===== config.mk =====
export PLATFORM = sky130hd
export DESIGN_NAME = cache_bank
export DESIGN_NICKNAME = d
export VERILOG_FILES = /design/src/rtl/mem_types_pkg.sv /design/src/rtl/mem_ctrl_pkg.sv /design/src/rtl/cache_bank.sv /design/src/rtl/cache_array.sv
export SDC_FILE = /design/constraint.sdc
export NUM_CORES = 2
export LEC_CHECK = 0
export ABC_AREA = 0
export BUFFER_PORTS_ARGS = -buffer_cell sky130_fd_sc_hd__clkbuf_2
export CORE_MARGIN = 4
export CORE_UTILIZATION = 30
export CTS_CLUSTER_DIAMETER = 30
export DETAILED_ROUTE_END_ITERATION = 7
export HOLD_SLACK_MARGIN = 0.03
export SLEW_MARGIN = 40
export SYNTH_ARGS = -nofsm -noshare
export SYNTH_HDL_FRONTEND = slang
export SYNTH_SLANG_ARGS = --single-unit
export TNS_END_PERCENT = 20

===== constraint.sdc =====
create_clock -name clk -period 6.25 [get_ports clk]
set_input_delay 0.625 -clock clk [delete_from_list [all_inputs] [get_ports clk]]
set_output_delay 0.625 -clock clk [all_outputs]
set_load 0.05 [all_outputs]

===== src/rtl/mem_types_pkg.sv =====
// memory geometry constants, address and data word types, tag store entry
`default_nettype none

package mem_types_pkg;

	localparam int ADDR_W      = 16;    // word address width
	localparam int WORD_W      = 16;    // data word width
	localparam int OFFSET_W    = 2;     // word offset within a line
	localparam int INDEX_W     = 4;     // line index
	localparam int TAG_W       = ADDR_W - INDEX_W - OFFSET_W; // 10 bits left for the tag
	localparam int LINES       = 1 << INDEX_W;   // 16 lines per cache
	localparam int BLOCK_WORDS = 1 << OFFSET_W;  // 4 words per line
	localparam int MEM_WORDS   = 1 << ADDR_W;    // full 64K word space
	localparam int MEM_LATENCY = 4;     // cycles from read request to response

	typedef logic [ADDR_W-1:0] addr_t; // word address, no byte lanes
	typedef logic [WORD_W-1:0] word_t;

	// one entry of the tag store
	// valid is cleared by reset and set by a tag fill
	typedef struct packed {
		logic             valid;
		logic [TAG_W-1:0] tag;
	} tag_entry_t;

endpackage

`default_nettype wire

===== src/rtl/mem_ctrl_pkg.sv =====
// fill operation enum, cache write, memory request and memory response structs
`default_nettype none

package mem_ctrl_pkg;
	import mem_types_pkg::*;

	// what a cache bank does with its write struct this cycle
	typedef enum logic [1:0] {
		OP_NONE = 2'd0, // read only
		OP_WORD = 2'd1, // write one data word at wr.offset
		OP_TAG  = 2'd2  // mark the current line valid with the current tag
	} fill_op_t;

	typedef struct packed {
		fill_op_t            op;
		logic [OFFSET_W-1:0] offset; // word within the line addressed by the port
		word_t               data;
	} cache_wr_t;

	localparam cache_wr_t CACHE_WR_IDLE = '{op: OP_NONE, offset: '0, data: '0};

	typedef struct packed {
		logic  en;   // request strobe, one per cycle
		logic  we;   // 1 write, 0 read
		addr_t addr;
		word_t data; // write data
	} mem_req_t;

	typedef struct packed {
		logic  valid; // read data strobe, MEM_LATENCY after the request
		word_t data;
	} mem_rsp_t;

endpackage

`default_nettype wire


===== src/rtl/cache_bank.sv =====
// cache_bank: direct-mapped cache with tag store, data store, tag compare and hit
`timescale 1ns/1ps
`default_nettype none

module cache_bank import mem_types_pkg::*, mem_ctrl_pkg::*; (
	input  wire logic      clk,
	input  wire logic      rst_n,
	input  wire addr_t     addr,  // port address, held while the port stalls
	input  wire cache_wr_t wr,    // fill words, tag fill or store update
	output logic           hit,
	output word_t          rdata
);

	logic [TAG_W-1:0]    addr_tag;
	logic [INDEX_W-1:0]  addr_index;
	logic [OFFSET_W-1:0] addr_offset;

	tag_entry_t tag_rd;    // stored entry of the addressed line
	tag_entry_t tag_wdata;
	logic       tag_we;
	logic       data_we;

	// tag | index | offset
	assign {addr_tag, addr_index, addr_offset} = addr;

	assign tag_we    = (wr.op == OP_TAG);
	assign data_we   = (wr.op == OP_WORD);
	assign tag_wdata = '{valid: 1'b1, tag: addr_tag}; // tag op always validates

	// one entry per line
	cache_array #(
		.entry_t (tag_entry_t),
		.DEPTH   (LINES)
	) u_tags (
		.clk   (clk),
		.rst_n (rst_n),
		.we    (tag_we),
		.waddr (addr_index),
		.wdata (tag_wdata),
		.raddr (addr_index),
		.rdata (tag_rd)
	);

	// one entry per word, addressed as {line, word}
	cache_array #(
		.entry_t (word_t),
		.DEPTH   (LINES * BLOCK_WORDS)
	) u_data (
		.clk   (clk),
		.rst_n (rst_n),
		.we    (data_we),
		.waddr ({addr_index, wr.offset}), // fill walks the offsets of the current line
		.wdata (wr.data),
		.raddr ({addr_index, addr_offset}),
		.rdata (rdata)
	);

	assign hit = tag_rd.valid && (tag_rd.tag == addr_tag);

endmodule

`default_nettype wire


===== src/rtl/cache_array.sv =====
// cache_array: typed storage with synchronous write, asynchronous read and reset clear
`timescale 1ns/1ps
`default_nettype none

module cache_array import mem_types_pkg::*; #(
	parameter type entry_t = word_t, // tag_entry_t for tags, word_t for data
	parameter int  DEPTH   = LINES
) (
	input  wire logic                     clk,
	input  wire logic                     rst_n,
	input  wire logic                     we,
	input  wire logic [$clog2(DEPTH)-1:0] waddr,
	input  wire entry_t                   wdata,
	input  wire logic [$clog2(DEPTH)-1:0] raddr,
	output entry_t                        rdata
);

	entry_t mem_q [DEPTH];

	// reset wipes every entry so the tag store comes up all invalid
	always_ff @(posedge clk) begin
		if (!rst_n) begin
			for (int i = 0; i < DEPTH; i++) begin
				mem_q[i] <= '0;
			end
		end else if (we) begin
			mem_q[waddr] <= wdata;
		end
	end

	assign rdata = mem_q[raddr]; // async read, hit data in the same cycle

endmodule

`default_nettype wire


==> results.md <==
* Outcome: finished, final reports clean
* Endpoints failing setup at 0
* FF-to-FF path depth at 2
* Share of power burned in the clock network at 54.3%
* Post-DRT Antenna Nets at 0
* RSZ-0062 raised after global routing: false
* Final Hold Violating Endpoints at 0
* PostCTS Resize Cnt at 0
* Worst Skew at 0 ns
* Worst Setup Start Kind: primary input
* Final min period at 4.68 ns
* Synth Warn # at 0
* Synth Net Count at 3,547
* Vias per Instance at 5.01
* Max IR drop VDD at 0.278 mV
* CP Data Required Time at 5.62 ns
* Ys async rst share at 0%
* Routed WL per cell at 25.5 um
* Switching share of power at 23.2%
* Most frequent cells in the layout: 1,184 x edfxtp_1, 1,166 x and2_1, 332 x mux4_2
* Leak at 23.2 nW
* Cells after Synth at 3,509
* Avg Inst Size Synth at 15.7 sq um
* Clock-pin slew on the worst setup and hold paths at 0.05 ns
* Die Footprint at 0.190 sq mm
* Critical Path Sink Type: primary output
* Final Slew Violations at 0
* Synthesized area at 0.0549 sq mm
* Leading cell type in the layout, fill and taps excluded: edfxtp_1
* Port-buffer cells at 54
* Number of flops mapped to enable cells by yosys at 1,184
* Num CTS Buffers at 239
* Final HPWL DP at 93,200 um
* Highest Clock Rate at 0.214 GHz
* Synthesis-to-layout area growth at 21.3%
* Ratio of cells with drive above 1 in the final layout at 26.6%
* Int Power at 0.0183 W
* Chip width at 436 um
* Setup slack, reg-to-reg at 5.65 ns
* Die extent in y at 436 um
* CTS tree: yes
* Seq/Total Area, Yosys at 65.3%
* # rows at 156
* First-pass GRT wire length at 228,000 um
* Worst Hold Depth at 2
* Worst Tran Pin Value at 0.911 ns
* Vias in the first global route at 31.6k
* Max H-tree Level at 4
* Clock Sinks at 1,200
* DR vias at 30.9k
* P_sw at 0.00553 W
* CTS Hold Bufs at 0
* Final setup margin at 1.57 ns
* Placer congestion estimate at 0.800
* WS Path Type: in2out
* Num ports at 55
* WL final at 158,000 um
* Worst EP arrival at 4.06 ns
* Setup Fix Bufs, Post-CTS at 0
* DP Worst Slack at 1.57 ns
* DRT iter0 DRCs at 3,356
* Clk_lat worst skew at 0.81 ns
* Seq pwr share at 39.2%
* Tcrit/Tclk final at 74.9%
* Area occupied by registers at 0.0359 sq mm
* Layout fillers at 16.6k
* Layout net count at 3,631
* Crit path from: addr[3]
* Gr ovfl total at 0
* Number of max-cap violations at 0
* Largest net degree at the start of global routing at 65
* Multi-input logic area at 0.0179 sq mm
* PD cells at 358 mW/mm^2
* RR Endpoint: u_tags.mem_q[14][10]$_SDFFE_PP1N_
* Reg2reg start: u_tags.mem_q[14][10]$_SDFFE_PP1N_
* CTS Root Cell: clkbuf_16
* Worst min path class: in2reg
* Max Fanout on Critical Path at 30
* Gate power share at 6.5%
* Antenna violations before repair at 16
* First-pass detailed-route iteration total at 5
* Clock Path Buffers at 3
* Tot GR Track Use at 16.3%
* Core Box Area at 0.181 sq mm
* Starting Density at 30.3%
* Synth Flop Type: edfxtp_1
* DRC errors left at 0
* Seq cells post-synth at 1,200
* Normalized max-slew margin at 39.0%
* Fin Setup TNS at 0 ns
* Setup crit end: hit
* Yosys cell types at 46
## metal layers
metal	part of all wire [%]	track usage, %
met1	41	21.8
met2	49	26.6
met3	6.9	3.03
met4	3.2	5.92
met5	0.031	0
## Yosys cell counts (all sizes together), types with 4 or more instances
master / number / area, sq um
nand2: 44 / 165
edfxtp: 1184 / 35600
a221oi: 7 / 61.3
dfxtp: 16 / 320
mux4: 332 / 7480
nand2b: 6 / 37.5
and3: 20 / 125
xnor2: 11 / 96.3
and2: 1168 / 7310
mux2i: 64 / 641
nor3: 4 / 20.0
a22o: 7 / 61.3
o211ai: 8 / 60.1
a21o: 18 / 135
nor2b: 10 / 62.6
buf: 91 / 492
nor2: 92 / 345
nand3: 9 / 45.0
a22oi: 18 / 135
a32oi: 4 / 35.0
o21ai: 99 / 495
clkbuf: 256 / 961
a21oi: 12 / 60.1
## per-stage QoR
| step | cell area (sq um) | total power (W) | instances | util [%] | hold WS [ns] |
|---|---|---|---|---|---|
| 2_1_floorplan | 54900 | 0.0104 | 3509 | - | 0.421 |
| 3_5_place_dp | 58200 | 0.0111 | 5720 | 32.1 | 0.442 |
| 5_1_grt | 66600 | 0.0245 | 6174 | 36.7 | 0.343 |
| 6_report | 66600 | 0.0239 | 6176 | 36.7 | 0.364 |
| 3_3_place_gp | 57900 | 0.0110 | 5716 | 31.9 | 0.433 |
| 4_1_cts | 66600 | 0.0240 | 6171 | 36.7 | 0.309 |
## registers in the layout (all words and copies together), names as in the netlist
signal and cells:
u_tags.mem_q 176, u_data.mem_q 1024
## critical path, stage by stage
cell	delay, ns
buf_4	0.52
buf_4	0.54
nor2b_1	0.65
a22oi_1	0.23
a21o_1	0.22
a21oi_1	0.22
nand4_1	0.22
a2111oi_2	0.44
clkbuf_2	0.34
## power groups by stage
| stage | combinational, W | clock, W | sequential (W) |
|---|---|---|---|
| after global routing | 0.00161 | 0.0135 | 0.00939 |
| after CTS | 0.00156 | 0.0131 | 0.00936 |
| after floorplan | 0.000912 | 0 | 0.00946 |
| after detailed placement | 0.00156 | 0 | 0.00951 |
| final | 0.00155 | 0.0130 | 0.00936 |
| after global placement | 0.00153 | 0 | 0.00949 |
## how the worst min path moves through the flow
stage                                           start  slack, ns                                end
CTS                                           addr[6]       0.31      u_tags.mem_q[10][0]$_DFFE_PP_
floorplan            u_tags.mem_q[2][10]$_SDFFE_PP1N_       0.42   u_tags.mem_q[2][10]$_SDFFE_PP1N_
global placement     u_tags.mem_q[8][10]$_SDFFE_PP1N_       0.43   u_tags.mem_q[8][10]$_SDFFE_PP1N_
global route                                  addr[6]       0.34      u_tags.mem_q[10][0]$_DFFE_PP_
detailed placement  u_tags.mem_q[12][10]$_SDFFE_PP1N_       0.44  u_tags.mem_q[12][10]$_SDFFE_PP1N_
finish                                        addr[6]       0.36      u_tags.mem_q[10][0]$_DFFE_PP_
## kinds of logic (layout without fill, tap and decap cells)
family | after synthesis | count (layout) | synth area share (%)
and+or+nand+nor | 1363 | 1363 | 14.9
DFF | 1200 | 1200 | 65.3
muxes | 398 | 398 | 14.8
buffers and inverters | 350 | 644 | 2.67
AOI/OAI and AO/OA | 184 | 184 | 2.08
xor gates and xnor gates | 14 | 14 | 0.223
other | 0 | 3 | 0
## area by class of cell
class | instances | share of cell area, %
clock buffer | 264 | 9.12
sequential | 1200 | 53.8
multi-input combinational | 1959 | 26.9
clock inverter | 187 | 3.36
inverter | 3 | 0.0244
tap | 2370 | 4.45
timing repair buffer | 190 | 2.29
antenna | 3 | 0.0113
Note: power is estimated with default switching activity, not from simulation.
