`src/rtl/mem_types_pkg.sv`:
```
// memory geometry constants, address and data word types, tag store entry
`default_nettype none

package mem_types_pkg;

	localparam int ADDR_W      = 16;    // word address width
	localparam int WORD_W      = 16;    // data word width
	localparam int OFFSET_W    = 2;     // word offset within a line
	localparam int INDEX_W     = 4;     // line index
	localparam int TAG_W       = ADDR_W - INDEX_W - OFFSET_W; // 10 bits left for the tag
	localparam int LINES       = 1 << INDEX_W;   // 16 lines per cache
	localparam int BLOCK_WORDS = 1 << OFFSET_W;  // 4 words per line
	localparam int MEM_WORDS   = 1 << ADDR_W;    // full 64K word space
	localparam int MEM_LATENCY = 4;     // cycles from read request to response

	typedef logic [ADDR_W-1:0] addr_t; // word address, no byte lanes
	typedef logic [WORD_W-1:0] word_t;

	// one entry of the tag store
	// valid is cleared by reset and set by a tag fill
	typedef struct packed {
		logic             valid;
		logic [TAG_W-1:0] tag;
	} tag_entry_t;

endpackage

`default_nettype wire
```
`src/rtl/mem_ctrl_pkg.sv`:
```
// fill operation enum, cache write, memory request and memory response structs
`default_nettype none

package mem_ctrl_pkg;
	import mem_types_pkg::*;

	// what a cache bank does with its write struct this cycle
	typedef enum logic [1:0] {
		OP_NONE = 2'd0, // read only
		OP_WORD = 2'd1, // write one data word at wr.offset
		OP_TAG  = 2'd2  // mark the current line valid with the current tag
	} fill_op_t;

	typedef struct packed {
		fill_op_t            op;
		logic [OFFSET_W-1:0] offset; // word within the line addressed by the port
		word_t               data;
	} cache_wr_t;

	localparam cache_wr_t CACHE_WR_IDLE = '{op: OP_NONE, offset: '0, data: '0};

	typedef struct packed {
		logic  en;   // request strobe, one per cycle
		logic  we;   // 1 write, 0 read
		addr_t addr;
		word_t data; // write data
	} mem_req_t;

	typedef struct packed {
		logic  valid; // read data strobe, MEM_LATENCY after the request
		word_t data;
	} mem_rsp_t;

endpackage

`default_nettype wire

```
`src/rtl/fill_fsm.sv`:
```
// fill_fsm: miss arbitration, block refill, write-through stores and stall levels
`timescale 1ns/1ps
`default_nettype none

module fill_fsm import mem_types_pkg::*, mem_ctrl_pkg::*; (
	input  wire logic     clk,
	input  wire logic     rst_n,
	input  wire addr_t    if_addr,
	input  wire addr_t    dm_addr,
	input  wire logic     dm_we,
	input  wire word_t    dm_wdata,
	input  wire logic     d_enable,
	input  wire logic     if_hit,
	input  wire logic     dm_hit,
	output cache_wr_t     if_wr,
	output cache_wr_t     dm_wr,
	output mem_req_t      mem_req,
	input  wire mem_rsp_t mem_rsp,
	output logic          if_miss,
	output logic          dm_miss
);

	typedef enum logic [1:0] {
		S_IDLE,  // wait for a miss or a store
		S_FILL,  // issue and collect the block reads
		S_TAG,   // validate the refilled line
		S_STORE  // one cycle of memory write
	} state_t;

	state_t              state_q, state_d;
	logic [OFFSET_W:0]   issue_q;      // reads issued, msb set once the whole block is out
	logic [OFFSET_W-1:0] recv_q;       // offset for the next returning word
	logic                side_q;       // 1 fetch bank owns the refill, 0 data bank
	logic                store_done_q; // store written, release dm_miss for one cycle
	logic                dm_load_miss;
	logic                dm_store_pend;
	addr_t               fill_addr;
	cache_wr_t           fill_wr;
	cache_wr_t           store_wr;

	// stall levels, the banks only report hit
	assign if_miss       = !if_hit; // fetch port always reads
	assign dm_load_miss  = d_enable && !dm_we && !dm_hit;
	assign dm_store_pend = d_enable && dm_we && !store_done_q;
	assign dm_miss       = dm_load_miss || dm_store_pend;

	assign fill_addr = side_q ? if_addr : dm_addr; // port holds its address while stalled

	always_comb begin
		state_d = state_q;
		case (state_q)
			S_IDLE: begin
				if (if_miss || dm_load_miss) begin
					state_d = S_FILL; // fetch side wins, see side_q
				end else if (dm_store_pend) begin
					state_d = S_STORE;
				end
			end
			S_FILL: begin
				if (mem_rsp.valid && (&recv_q)) begin
					state_d = S_TAG; // last word of the block is in
				end
			end
			S_TAG:   state_d = S_IDLE;
			S_STORE: state_d = S_IDLE;
			default: state_d = S_IDLE;
		endcase
	end

	always_ff @(posedge clk) begin
		if (!rst_n) begin
			state_q      <= S_IDLE;
			issue_q      <= '0;
			recv_q       <= '0;
			side_q       <= 1'b0;
			store_done_q <= 1'b0;
		end else begin
			state_q      <= state_d;
			store_done_q <= (state_q == S_STORE); // store completes the cycle after the write
			case (state_q)
				S_IDLE: begin
					issue_q <= '0;
					recv_q  <= '0;
					side_q  <= if_miss; // fetch first when both miss
				end
				S_FILL: begin
					if (!issue_q[OFFSET_W]) begin
						issue_q <= issue_q + 1'b1;
					end
					if (mem_rsp.valid) begin
						recv_q <= recv_q + 1'b1;
					end
				end
				default: begin
				end
			endcase
		end
	end

	// memory request, reads overlap so up to MEM_LATENCY are in flight
	always_comb begin
		mem_req = '0;
		if (state_q == S_FILL && !issue_q[OFFSET_W]) begin
			mem_req.en   = 1'b1;
			mem_req.addr = {fill_addr[ADDR_W-1:OFFSET_W], issue_q[OFFSET_W-1:0]};
		end else if (state_q == S_STORE) begin
			mem_req.en   = 1'b1; // write-through, always reaches memory
			mem_req.we   = 1'b1;
			mem_req.addr = dm_addr;
			mem_req.data = dm_wdata;
		end
	end

	// refill writes to whichever bank owns the fill
	always_comb begin
		fill_wr = '{op: OP_NONE, offset: recv_q, data: mem_rsp.data};
		if (state_q == S_FILL && mem_rsp.valid) begin
			fill_wr.op = OP_WORD;
		end else if (state_q == S_TAG) begin
			fill_wr.op = OP_TAG;
		end
	end

	// no-allocate, cache only updated when the line is present
	assign store_wr = '{op:     dm_hit ? OP_WORD : OP_NONE,
	                    offset: dm_addr[OFFSET_W-1:0],
	                    data:   dm_wdata};

	assign if_wr = side_q ? fill_wr : CACHE_WR_IDLE;
	assign dm_wr = (state_q == S_STORE) ? store_wr :
	               (!side_q)            ? fill_wr  : CACHE_WR_IDLE;

endmodule

`default_nettype wire

```
`config.mk`:
```
export PLATFORM = sky130hd
export DESIGN_NAME = fill_fsm
export DESIGN_NICKNAME = d
export VERILOG_FILES = /design/src/rtl/mem_types_pkg.sv /design/src/rtl/mem_ctrl_pkg.sv /design/src/rtl/fill_fsm.sv
export SDC_FILE = /design/constraint.sdc
export NUM_CORES = 1
export LEC_CHECK = 0
export BUFFER_PORTS_ARGS = -buffer_cell sky130_fd_sc_hd__buf_2
export CAP_MARGIN = 10
export CORE_MARGIN = 4
export CORE_UTILIZATION = 30
export CTS_CLUSTER_DIAMETER = 100
export DETAILED_ROUTE_END_ITERATION = 8
export PLACE_DENSITY = 0.76
export SLEW_MARGIN = 10
export SYNTH_ARGS = -nofsm -noshare
export SYNTH_HDL_FRONTEND = slang
export SYNTH_SLANG_ARGS = --single-unit
```
`constraint.sdc`:
```
create_clock -name clk -period 2.9 [get_ports clk]
set_clock_uncertainty 0.2 [all_clocks]
set_input_delay 0.145 -clock clk [delete_from_list [all_inputs] [get_ports clk]]
set_output_delay 0.145 -clock clk [all_outputs]
set_load 0.03 [all_outputs]
```
==> results of run 1 <==
==> worst max-delay path, stage by stage, from the launching register on <==
cell and delay (ns):
dfxtp_1 0.56, nor2b_2 0.28, and3_1 0.50, a22o_1 0.21, buf_2 0.19
==> routing by layer <==
layer	share of wire [%]	routed length (um)	track usage, %
met1	38	1780	19.8
met4	1.5	68	7.20
met3	10	474	2.43
met2	50	2310	32.3
met5	0	0	0
==> metrics by stage <==
step | total power [mW] | util (%) | hold WS [ns] | setup WS [ns] | area, um^2
finish | 0.620 | 54.0 | 0.0224 | 0.573 | 1860
global route | 0.655 | 54.0 | 0.0226 | 0.402 | 1860
CTS | 0.627 | 54.0 | 0.00750 | 0.561 | 1860
detailed placement | 0.475 | 52.7 | 0.252 | 0.823 | 1810
global placement | 0.473 | 52.7 | 0.262 | 0.862 | 1810
floorplan | 0.362 | - | 0.0732 | 1.15 | 1100
==> power by group through the flow <==
stage	sequential, mW	combinational [mW]	clock, mW
floorplan	0.135	0.227	0
global placement	0.143	0.330	0
detailed placement	0.143	0.332	0
CTS	0.141	0.333	0.153
global route	0.143	0.354	0.158
finish	0.141	0.332	0.147
==> state kept, by name, summed over array words and instances, names as in the netlist <==
signal	flops
side_q	1
recv_q	2
store_done_q	1
state_q	2
issue_q	3
==> placed cells by master (no fill, tap or decap), types with 2 or more instances in the layout <==
cell type and n:
clkbuf_8 3, a21boi_0 3, ha_1 2, nor3b_1 4, a22o_1 14, a21oi_1 4, o21ai_0 4, and3_1 19
buf_4 3, buf_2 144, nor2b_1 8, and2_1 19, nand2_1 4, nand2b_1 2, dfxtp_1 9, inv_1 3
o21a_1 2, a21o_1 17, nand3_1 3, nor2_1 5
==> layout make-up <==
| type | instances | area share [%] |
|---|---|---|
| clock buffer | 4 | 2.42 |
| inverter | 3 | 0.606 |
| multi-input combinational | 120 | 44.2 |
| sequential | 9 | 9.70 |
| tap | 46 | 3.10 |
| timing repair buffer | 147 | 40.0 |
==> cells by family (layout without fill, tap and decap cells) <==
kind of cell / after synthesis / count (layout) / synth area share [%]
AND/OR/NAND/NOR: 69 / 69 / 38.4
adder cells (fa/ha/maj): 2 / 2 / 2.28
AO/OA/AOI/OAI: 48 / 48 / 33.1
flip-flops: 9 / 9 / 16.4
multiplexers: 1 / 1 / 0.911
buffers and inverters: 18 / 154 / 8.88
==> worst paths after layout <==
kind	to	depth (start not counted)
worst max-delay path	mem_req[18]	4
worst min-delay path	side_q$_SDFFE_PN0P_	3
worst max register to register	side_q$_SDFFE_PN0P_	3
worst min register to register	recv_q[1]$_SDFFE_PN0P_	2
==> flow_summary.toml, run 1 <==
[cells_and_area]
drive_gt1_share_pct = 53.7
num_antenna_cells = 0
fin_nets = 357
syn_to_final_growth_pct = 69.1
seqCellArea_um2 = 180
fillers = 355
fin_cells = 329
multi_input_comb_area_um2 = 821

[global_routing]
antenna_found_initial = 0
grt_max_degree = 24
gr-usage-all-layers_pct = 17.5
grt_pass1_vias = 1347
grt_pass1_wl_um = 6300
overflow = 0

[floorplan]
die_h_um = 68.5
io_pins = 147
fp-row-count = 21
core_mm2 = 0.00344
dieArea_mm2 = 0.00469
start_util_pct = 31.9
die_w_um = 68.5

[drt]
ant_nets = 0
initialDrtViolationCount = 38
routed_wire_length_per_instance_um = 14.1
viasPerCell = 4.80
wl_um = 4630
drc = 0
firstDrtPassIters = 4
via_count = 1579

[clock_network]
htree_levels = 1
cts_root_buf = "clkbuf_8"
clkTransAtPathRegs_ns = 0.04
insertion_delay_ns = 0.24
post_cts_buffers = 0
clk_path_buf_depth = 2
cts_resized = 0
cts_hold_buffers = 0
cts_sinks = 9
cts-buffers-inserted = 3
cts_tree = "built"

[status]
status = "finished, final reports clean"

[worst_setup_path]
endpoint_kind = "output pin"
r2r_setup_slack_ns = 1.42
cp_data_required_time_ns = 2.56
startpoint = "state_q[0]$_SDFFE_PN0P_"
rr_startpoint = "state_q[0]$_SDFFE_PN0P_"
path_class = "register to output pin"
path_max_fanout = 15
start_kind = "register"
cp.arrival_ns = 1.98

[synth]
synthDominantCellAreaShare_pct = 16.4
synth-seq-cells = 9
synthCells = 147
synthFlopType = "dfxtp_1"
synth_edf_count = 0
async_reset_ff_share_pct = 0
ys_top_cells_by_count = "and2_1 (19), and3_1 (19), a21o_1 (17)"
yosys.area.top_type = "dfxtp_1"
synth_area_leaders = "dfxtp_1 (16%), a21o_1 (12%), a22o_1 (11%)"
synth.distinct_cells = 31
ys_seq_area_share_pct = 16.4
syn_nets = 220
syn_area_per_cell_um2 = 7.47
yosysWarnings = 0
syn_area_mm2 = 0.00110

[timing]
fin_setup_tns_ns = 0
final_hold_viol_count = 0
drv_slew = 0
min_period_ns = 2.33
rsz0062_at_grt = "no"
tightest_slew_ns = 0.504
period_share_pct = 80.2
finalSetupViolCount = 0
max_freq_mhz = 430
relSlewSlack_pct = 66.4

[place]
hpwl_um = 3760
gp_congestion = 0.806
io_buffers = 144
dp.cells = 325

[power_and_ir_drop]
p_clk_share_pct = 23.8
pwr-share-seq_pct = 22.7
max-vdd-ir-drop_uv = 230
p_leak_nw = 1.24
internal-power_mw = 0.350
power.density_mw_per_mm2 = 334
power.switching_mw = 0.270
p_comb_share_pct = 53.5
swShare_pct = 43.6

[run]
maxCapViolCount = 0

[min_path]
hp-class = "primary input to register"
min_from = "if_hit"
No activity file was read; power rests on OpenSTA's default activity.
==> inputs of run 2 (changes only) <==
==> constraint.sdc (replaced) <==
create_clock -name clk -period 2.4 [get_ports clk]
set_clock_uncertainty 0.2 [all_clocks]
set_input_delay 0.12 -clock clk [delete_from_list [all_inputs] [get_ports clk]]
set_output_delay 0.12 -clock clk [all_outputs]
set_load 0.03 [all_outputs]
==> run 2 against run 1 <==
Sequential share of layout area fell by 0.20 points. Routed wire length is 2.7% higher. Power rose by 22%. Count of clock-buffer cells in the layout decreased by 1. Non-clock buffer count increased by 4. Global-route usage grew 0.98 points. First-iteration DRC count increased by 42%. Critical path depth rose by 1. Worst hold slack got worse by 0.0073 ns. Register-to-register slack got worse by 0.91 ns. Sequential power increased by 18%. Combinational power grew 24%.
==> flow_summary.toml, run 2 (synthesis results as in run 1) <==
[floorplan]
die_h_um = 68.5
io_pins = 147
die_w_um = 68.5
core_mm2 = 0.00344
fp-row-count = 21
start_util_pct = 31.9
dieArea_mm2 = 0.00469

[cells_and_area]
final_area_mm2 = 0.00190
largest-register = "issue_q"
final_cell_mix = "buf_2 (144), and3_1 (19), and2_1 (19)"
mostFrequentLayoutCell = "buf_2"
largest_reg_flops = 3
fin_cells = 333
reg_top3 = "issue_q (3), recv_q (2), state_q (2)"
fillers = 341
drive_gt1_share_pct = 53.7
syn_to_final_growth_pct = 72.7
fin_nets = 361
num_antenna_cells = 0

[clock_network]
cts_root_buf = "clkbuf_8"
post_cts_buffers = 0
insertion_delay_ns = 0.24
cts_sinks = 9
cts_resized = 0
clk_path_buf_depth = 2
cts_tree = "built"
htree_levels = 1
clkTransAtPathRegs_ns = 0.05
cts_hold_buffers = 3
cts-buffers-inserted = 3

[global_routing]
grt_pass1_wl_um = 6710
grt_pass1_vias = 1434
grt_max_degree = 32
gr-usage-all-layers_pct = 18.4
antenna_found_initial = 0
overflow = 0

[drt]
firstDrtPassIters = 4
viasPerCell = 4.85
routed_wire_length_per_instance_um = 14.3
initialDrtViolationCount = 54
via_count = 1615
drc = 0
wl_um = 4760
ant_nets = 0

[timing]
finalSetupViolCount = 0
max_freq_mhz = 459
final_hold_viol_count = 0
min_period_ns = 2.18
period_share_pct = 90.8
fin_setup_tns_ns = 0
drv_slew = 0
tightest_slew_ns = 0.475
relSlewSlack_pct = 68.3
rsz0062_at_grt = "no"

[min_path]
hp-class = "primary input to register"

[status]
status = "finished, final reports clean"

[place]
io_buffers = 144
hpwl_um = 3790
dp.cells = 326
post_dp_cell_area_mm2 = 0.00182
gp_congestion = 0.815

[worst_setup_path]
slowest_delay_ns = 0.48
start_kind = "register"
path_class = "register to output pin"
endpoint_kind = "output pin"
cp.arrival_ns = 1.86
slowest_stage = "and3_1"
cp_data_required_time_ns = 2.08
path_max_fanout = 14
crit_chain = "buf_4 > nor2b_2 > and3_1 > a22o_1 > buf_2"

[run]
maxCapViolCount = 0

[power_and_ir_drop]
p_leak_nw = 1.26
max-vdd-ir-drop_uv = 286
power.density_mw_per_mm2 = 400
run 2: cell count changes in the layout (fill, tap and decap cells not counted):
cell	before	now
clkbuf_1	1	0
buf_4	3	4
clkinv_2	0	1
dlygate4sd3_1	0	3
run 2: worst max-delay path: cells and delay by family, from the launching register on:
kind / cells / cell delay, ns
DFF: 1 / 0.34
AOI/OAI and AO/OA: 1 / 0.21
and+or+nand+nor: 2 / 0.70
buffers and inverters: 2 / 0.37
run 2: cell type report:
cell class | count | area (um^2) | area share [%]
Sequential cell | 9 | 180 | 9.50
Timing Repair Buffer | 151 | 781 | 41.2
Clock buffer | 3 | 41.3 | 2.18
Inverter | 3 | 11.3 | 0.594
Multi-Input combinational cell | 120 | 821 | 43.3
Clock inverter | 1 | 5.00 | 0.264
Tap cell | 46 | 57.6 | 3.03
run 2: stage by stage:
| step | power, mW | hold WS [ns] | utilization (%) | setup WS [ns] |
|---|---|---|---|---|
| floorplan | 0.437 | 0.0482 | - | 0.677 |
| global placement | 0.573 | 0.234 | 52.9 | 0.510 |
| detailed placement | 0.577 | 0.232 | 52.9 | 0.476 |
| CTS | 0.762 | 0.0124 | 55.1 | 0.219 |
| global route | 0.803 | 0.0293 | 55.1 | 0.0881 |
| finish | 0.759 | 0.0151 | 55.1 | 0.220 |
run 2: metal layers:
metal	GRT usage (%)	up-vias	wire [um]
li1	-	806	-
met1	21.3	717	1820
met2	34.8	85	2420
met3	2.43	7	460
met4	5.21	0	50
met5	0	-	0
run 2: path summary, 6_finish.rpt:
check | from | end | slack [ns] | cells after the start
max | state_q[0]$_SDFFE_PN0P_ | mem_req[23] | 0.22 | 5
min | mem_rsp[16] | recv_q[1]$_SDFFE_PN0P_ | 0.02 | 3
max reg2reg | state_q[1]$_SDFFE_PN0P_ | side_q$_SDFFE_PN0P_ | 0.51 | 4
min reg2reg | recv_q[1]$_SDFFE_PN0P_ | recv_q[1]$_SDFFE_PN0P_ | 0.32 | 2
run 2: where the power goes:
part,switching [mW],internal (mW)
Sequential,0.0106,0.156
Combinational,0.257,0.156
Clock,0.0654,0.114
==> inputs of run 3 (changes only) <==
--- a/config.mk
+++ b/config.mk
@@ -8,10 +8,11 @@
 export BUFFER_PORTS_ARGS = -buffer_cell sky130_fd_sc_hd__buf_2
 export CAP_MARGIN = 10
 export CORE_MARGIN = 4
-export CORE_UTILIZATION = 30
+export CORE_UTILIZATION = 31
 export CTS_CLUSTER_DIAMETER = 100
+export CTS_CLUSTER_SIZE = 28
 export DETAILED_ROUTE_END_ITERATION = 8
-export PLACE_DENSITY = 0.76
+export PLACE_DENSITY = 0.8
 export SLEW_MARGIN = 10
 export SYNTH_ARGS = -nofsm -noshare
 export SYNTH_HDL_FRONTEND = slang
==> run 3 against run 2 <==
First-iteration DRC count decreased by 33%. Sequential power decreased by 4%. Fmax increased by 4.7%. Clock power decreased by 35%. Final area increased by 0.46%. Sequential share of layout area about the same. Highest routed layer unchanged. Non-clock buffer count increased by 3. Utilization increased by 1.1 points.
==> flow_summary.toml, run 3 (synthesis results as in run 1) <==
[status]
status = "finished, final reports clean"

[clock_network]
cts-buffers-inserted = 3
cts_tree = "built"
clk_path_buf_depth = 2
clkTransAtPathRegs_ns = 0.06
htree_levels = 1
cts_sinks = 9
cts_resized = 0
post_cts_buffers = 0
cts_root_buf = "clkbuf_4"
insertion_delay_ns = 0.26

[floorplan]
die_h_um = 67.5
die_w_um = 67.5
fp-row-count = 21
dieArea_mm2 = 0.00456
core_mm2 = 0.00339
start_util_pct = 32.4
io_pins = 147

[drt]
wl_met2_um = 2390
routed_wire_length_per_instance_um = 13.9
via_count = 1639
initialDrtViolationCount = 36
ant_nets = 0
met1_length_um = 1730
drc = 0
top_layer = "met4"
viasPerCell = 4.88
wl_um = 4660
firstDrtPassIters = 4
dr_wl_met3_um = 514

[global_routing]
grt_pass1_wl_um = 6580
grt_pass1_vias = 1399
overflow = 0
antenna_found_initial = 0
grt_max_degree = 28
gr-usage-all-layers_pct = 18.3

[power_and_ir_drop]
p_clk_share_pct = 16.7
p_leak_nw = 1.27
p_comb_share_pct = 60.3
pwr-share-seq_pct = 23.1
internal-power_mw = 0.377
power.density_mw_per_mm2 = 367
power.switching_mw = 0.322
swShare_pct = 46.1
max-vdd-ir-drop_uv = 268

[place]
post-place-ws_ns = 0.599
io_buffers = 144
gp_congestion = 0.828
dp.cells = 327
post_dp_cell_area_mm2 = 0.00183
hpwl_um = 3800

[worst_setup_path]
rr_endpoint = "side_q$_SDFFE_PN0P_"
endpoint_kind = "output pin"
rr_startpoint = "state_q[1]$_SDFFE_PN0P_"
worst-r2r-cell-count = 4
start_kind = "register"
cp.arrival_ns = 1.76
path_class = "register to output pin"
path_max_fanout = 14
r2r_setup_slack_ns = 0.43
cp_data_required_time_ns = 2.08

[cells_and_area]
syn_to_final_growth_pct = 73.5
fin_nets = 364
drive_gt1_share_pct = 53.4
reg_top3 = "issue_q (3), recv_q (2), state_q (2)"
final_area_mm2 = 0.00191
mostFrequentLayoutCell = "buf_2"
num_antenna_cells = 0
fin_cells = 336
largest_reg_flops = 3
largest-register = "issue_q"
final_cell_mix = "buf_2 (144), and3_1 (19), and2_1 (19)"

[run]
maxCapViolCount = 0

[min_path]
min_from = "if_hit"
hp-class = "primary input to register"
whs_endpoint = "state_q[0]$_SDFFE_PN0P_"
min_path_cells = 3

[timing]
worst_slack_ns = 0.318
tightest_slew_ns = 0.528
min_period_ns = 2.08
relSlewSlack_pct = 64.8
max_freq_mhz = 480
final_hold_viol_count = 0
drv_slew = 0
rsz0062_at_grt = "no"
finalSetupViolCount = 0
fin_setup_tns_ns = 0
period_share_pct = 86.7
run 3: area by class of cell:
type	count	area (um^2)
timing repair buffer	154	808
tap	46	57.6
clock buffer	3	22.5
sequential	9	180
fill	335	1480
inverter	3	11.3
clock inverter	1	5.00
multi-input combinational	120	821
run 3: layer usage:
layer / up-vias / track usage, %
li1: 812 / -
met1: 750 / 20.3
met2: 73 / 35.2
met3: 4 / 3.49
met4: 0 / 3.80
met5: - / 0
run 3: power groups by stage:
stage                     clock network [mW]  logic [mW]  registers [mW]
after floorplan                            0       0.274           0.163
after global placement                     0       0.410           0.164
after detailed placement                   0       0.415           0.165
after CTS                              0.120       0.423           0.161
after global routing                   0.127       0.452           0.162
final                                  0.116       0.421           0.161
run 3: timing repair:
action                                 4_1_cts  5_1_grt
endpoints found under the hold margin        6        0
setup endpoints to repair                    0        0
hold buffers                                 5        0
run 3: critical path: stages, from the launching register on:
cell and delay (ns):
dfxtp_1 0.38, nor2b_2 0.19, and3_1 0.52, a22o_1 0.22, buf_2 0.20
run 3: per-stage QoR:
| step | power, mW | hold slack, ns | utilization [%] |
|---|---|---|---|
| final | 0.699 | 0.0353 | 56.2 |
| after CTS | 0.704 | 0.0187 | 56.2 |
| after detailed placement | 0.580 | 0.230 | 53.9 |
| after global routing | 0.741 | 0.0615 | 56.2 |
| after global placement | 0.575 | 0.228 | 53.9 |
| after floorplan | 0.437 | 0.0482 | - |
run 3: worst max-delay path by stage:
stage	start	end	slack [ns]
2_1_floorplan	state_q[1]$_SDFFE_PN0P_	if_wr[19]	0.68
3_3_place_gp	state_q[1]$_SDFFE_PN0P_	mem_req[30]	0.64
3_5_place_dp	state_q[1]$_SDFFE_PN0P_	mem_req[28]	0.60
4_1_cts	state_q[1]$_SDFFE_PN0P_	mem_req[28]	0.31
5_1_grt	state_q[0]$_SDFFE_PN0P_	mem_req[28]	0.20
6_report	state_q[1]$_SDFFE_PN0P_	mem_req[30]	0.32
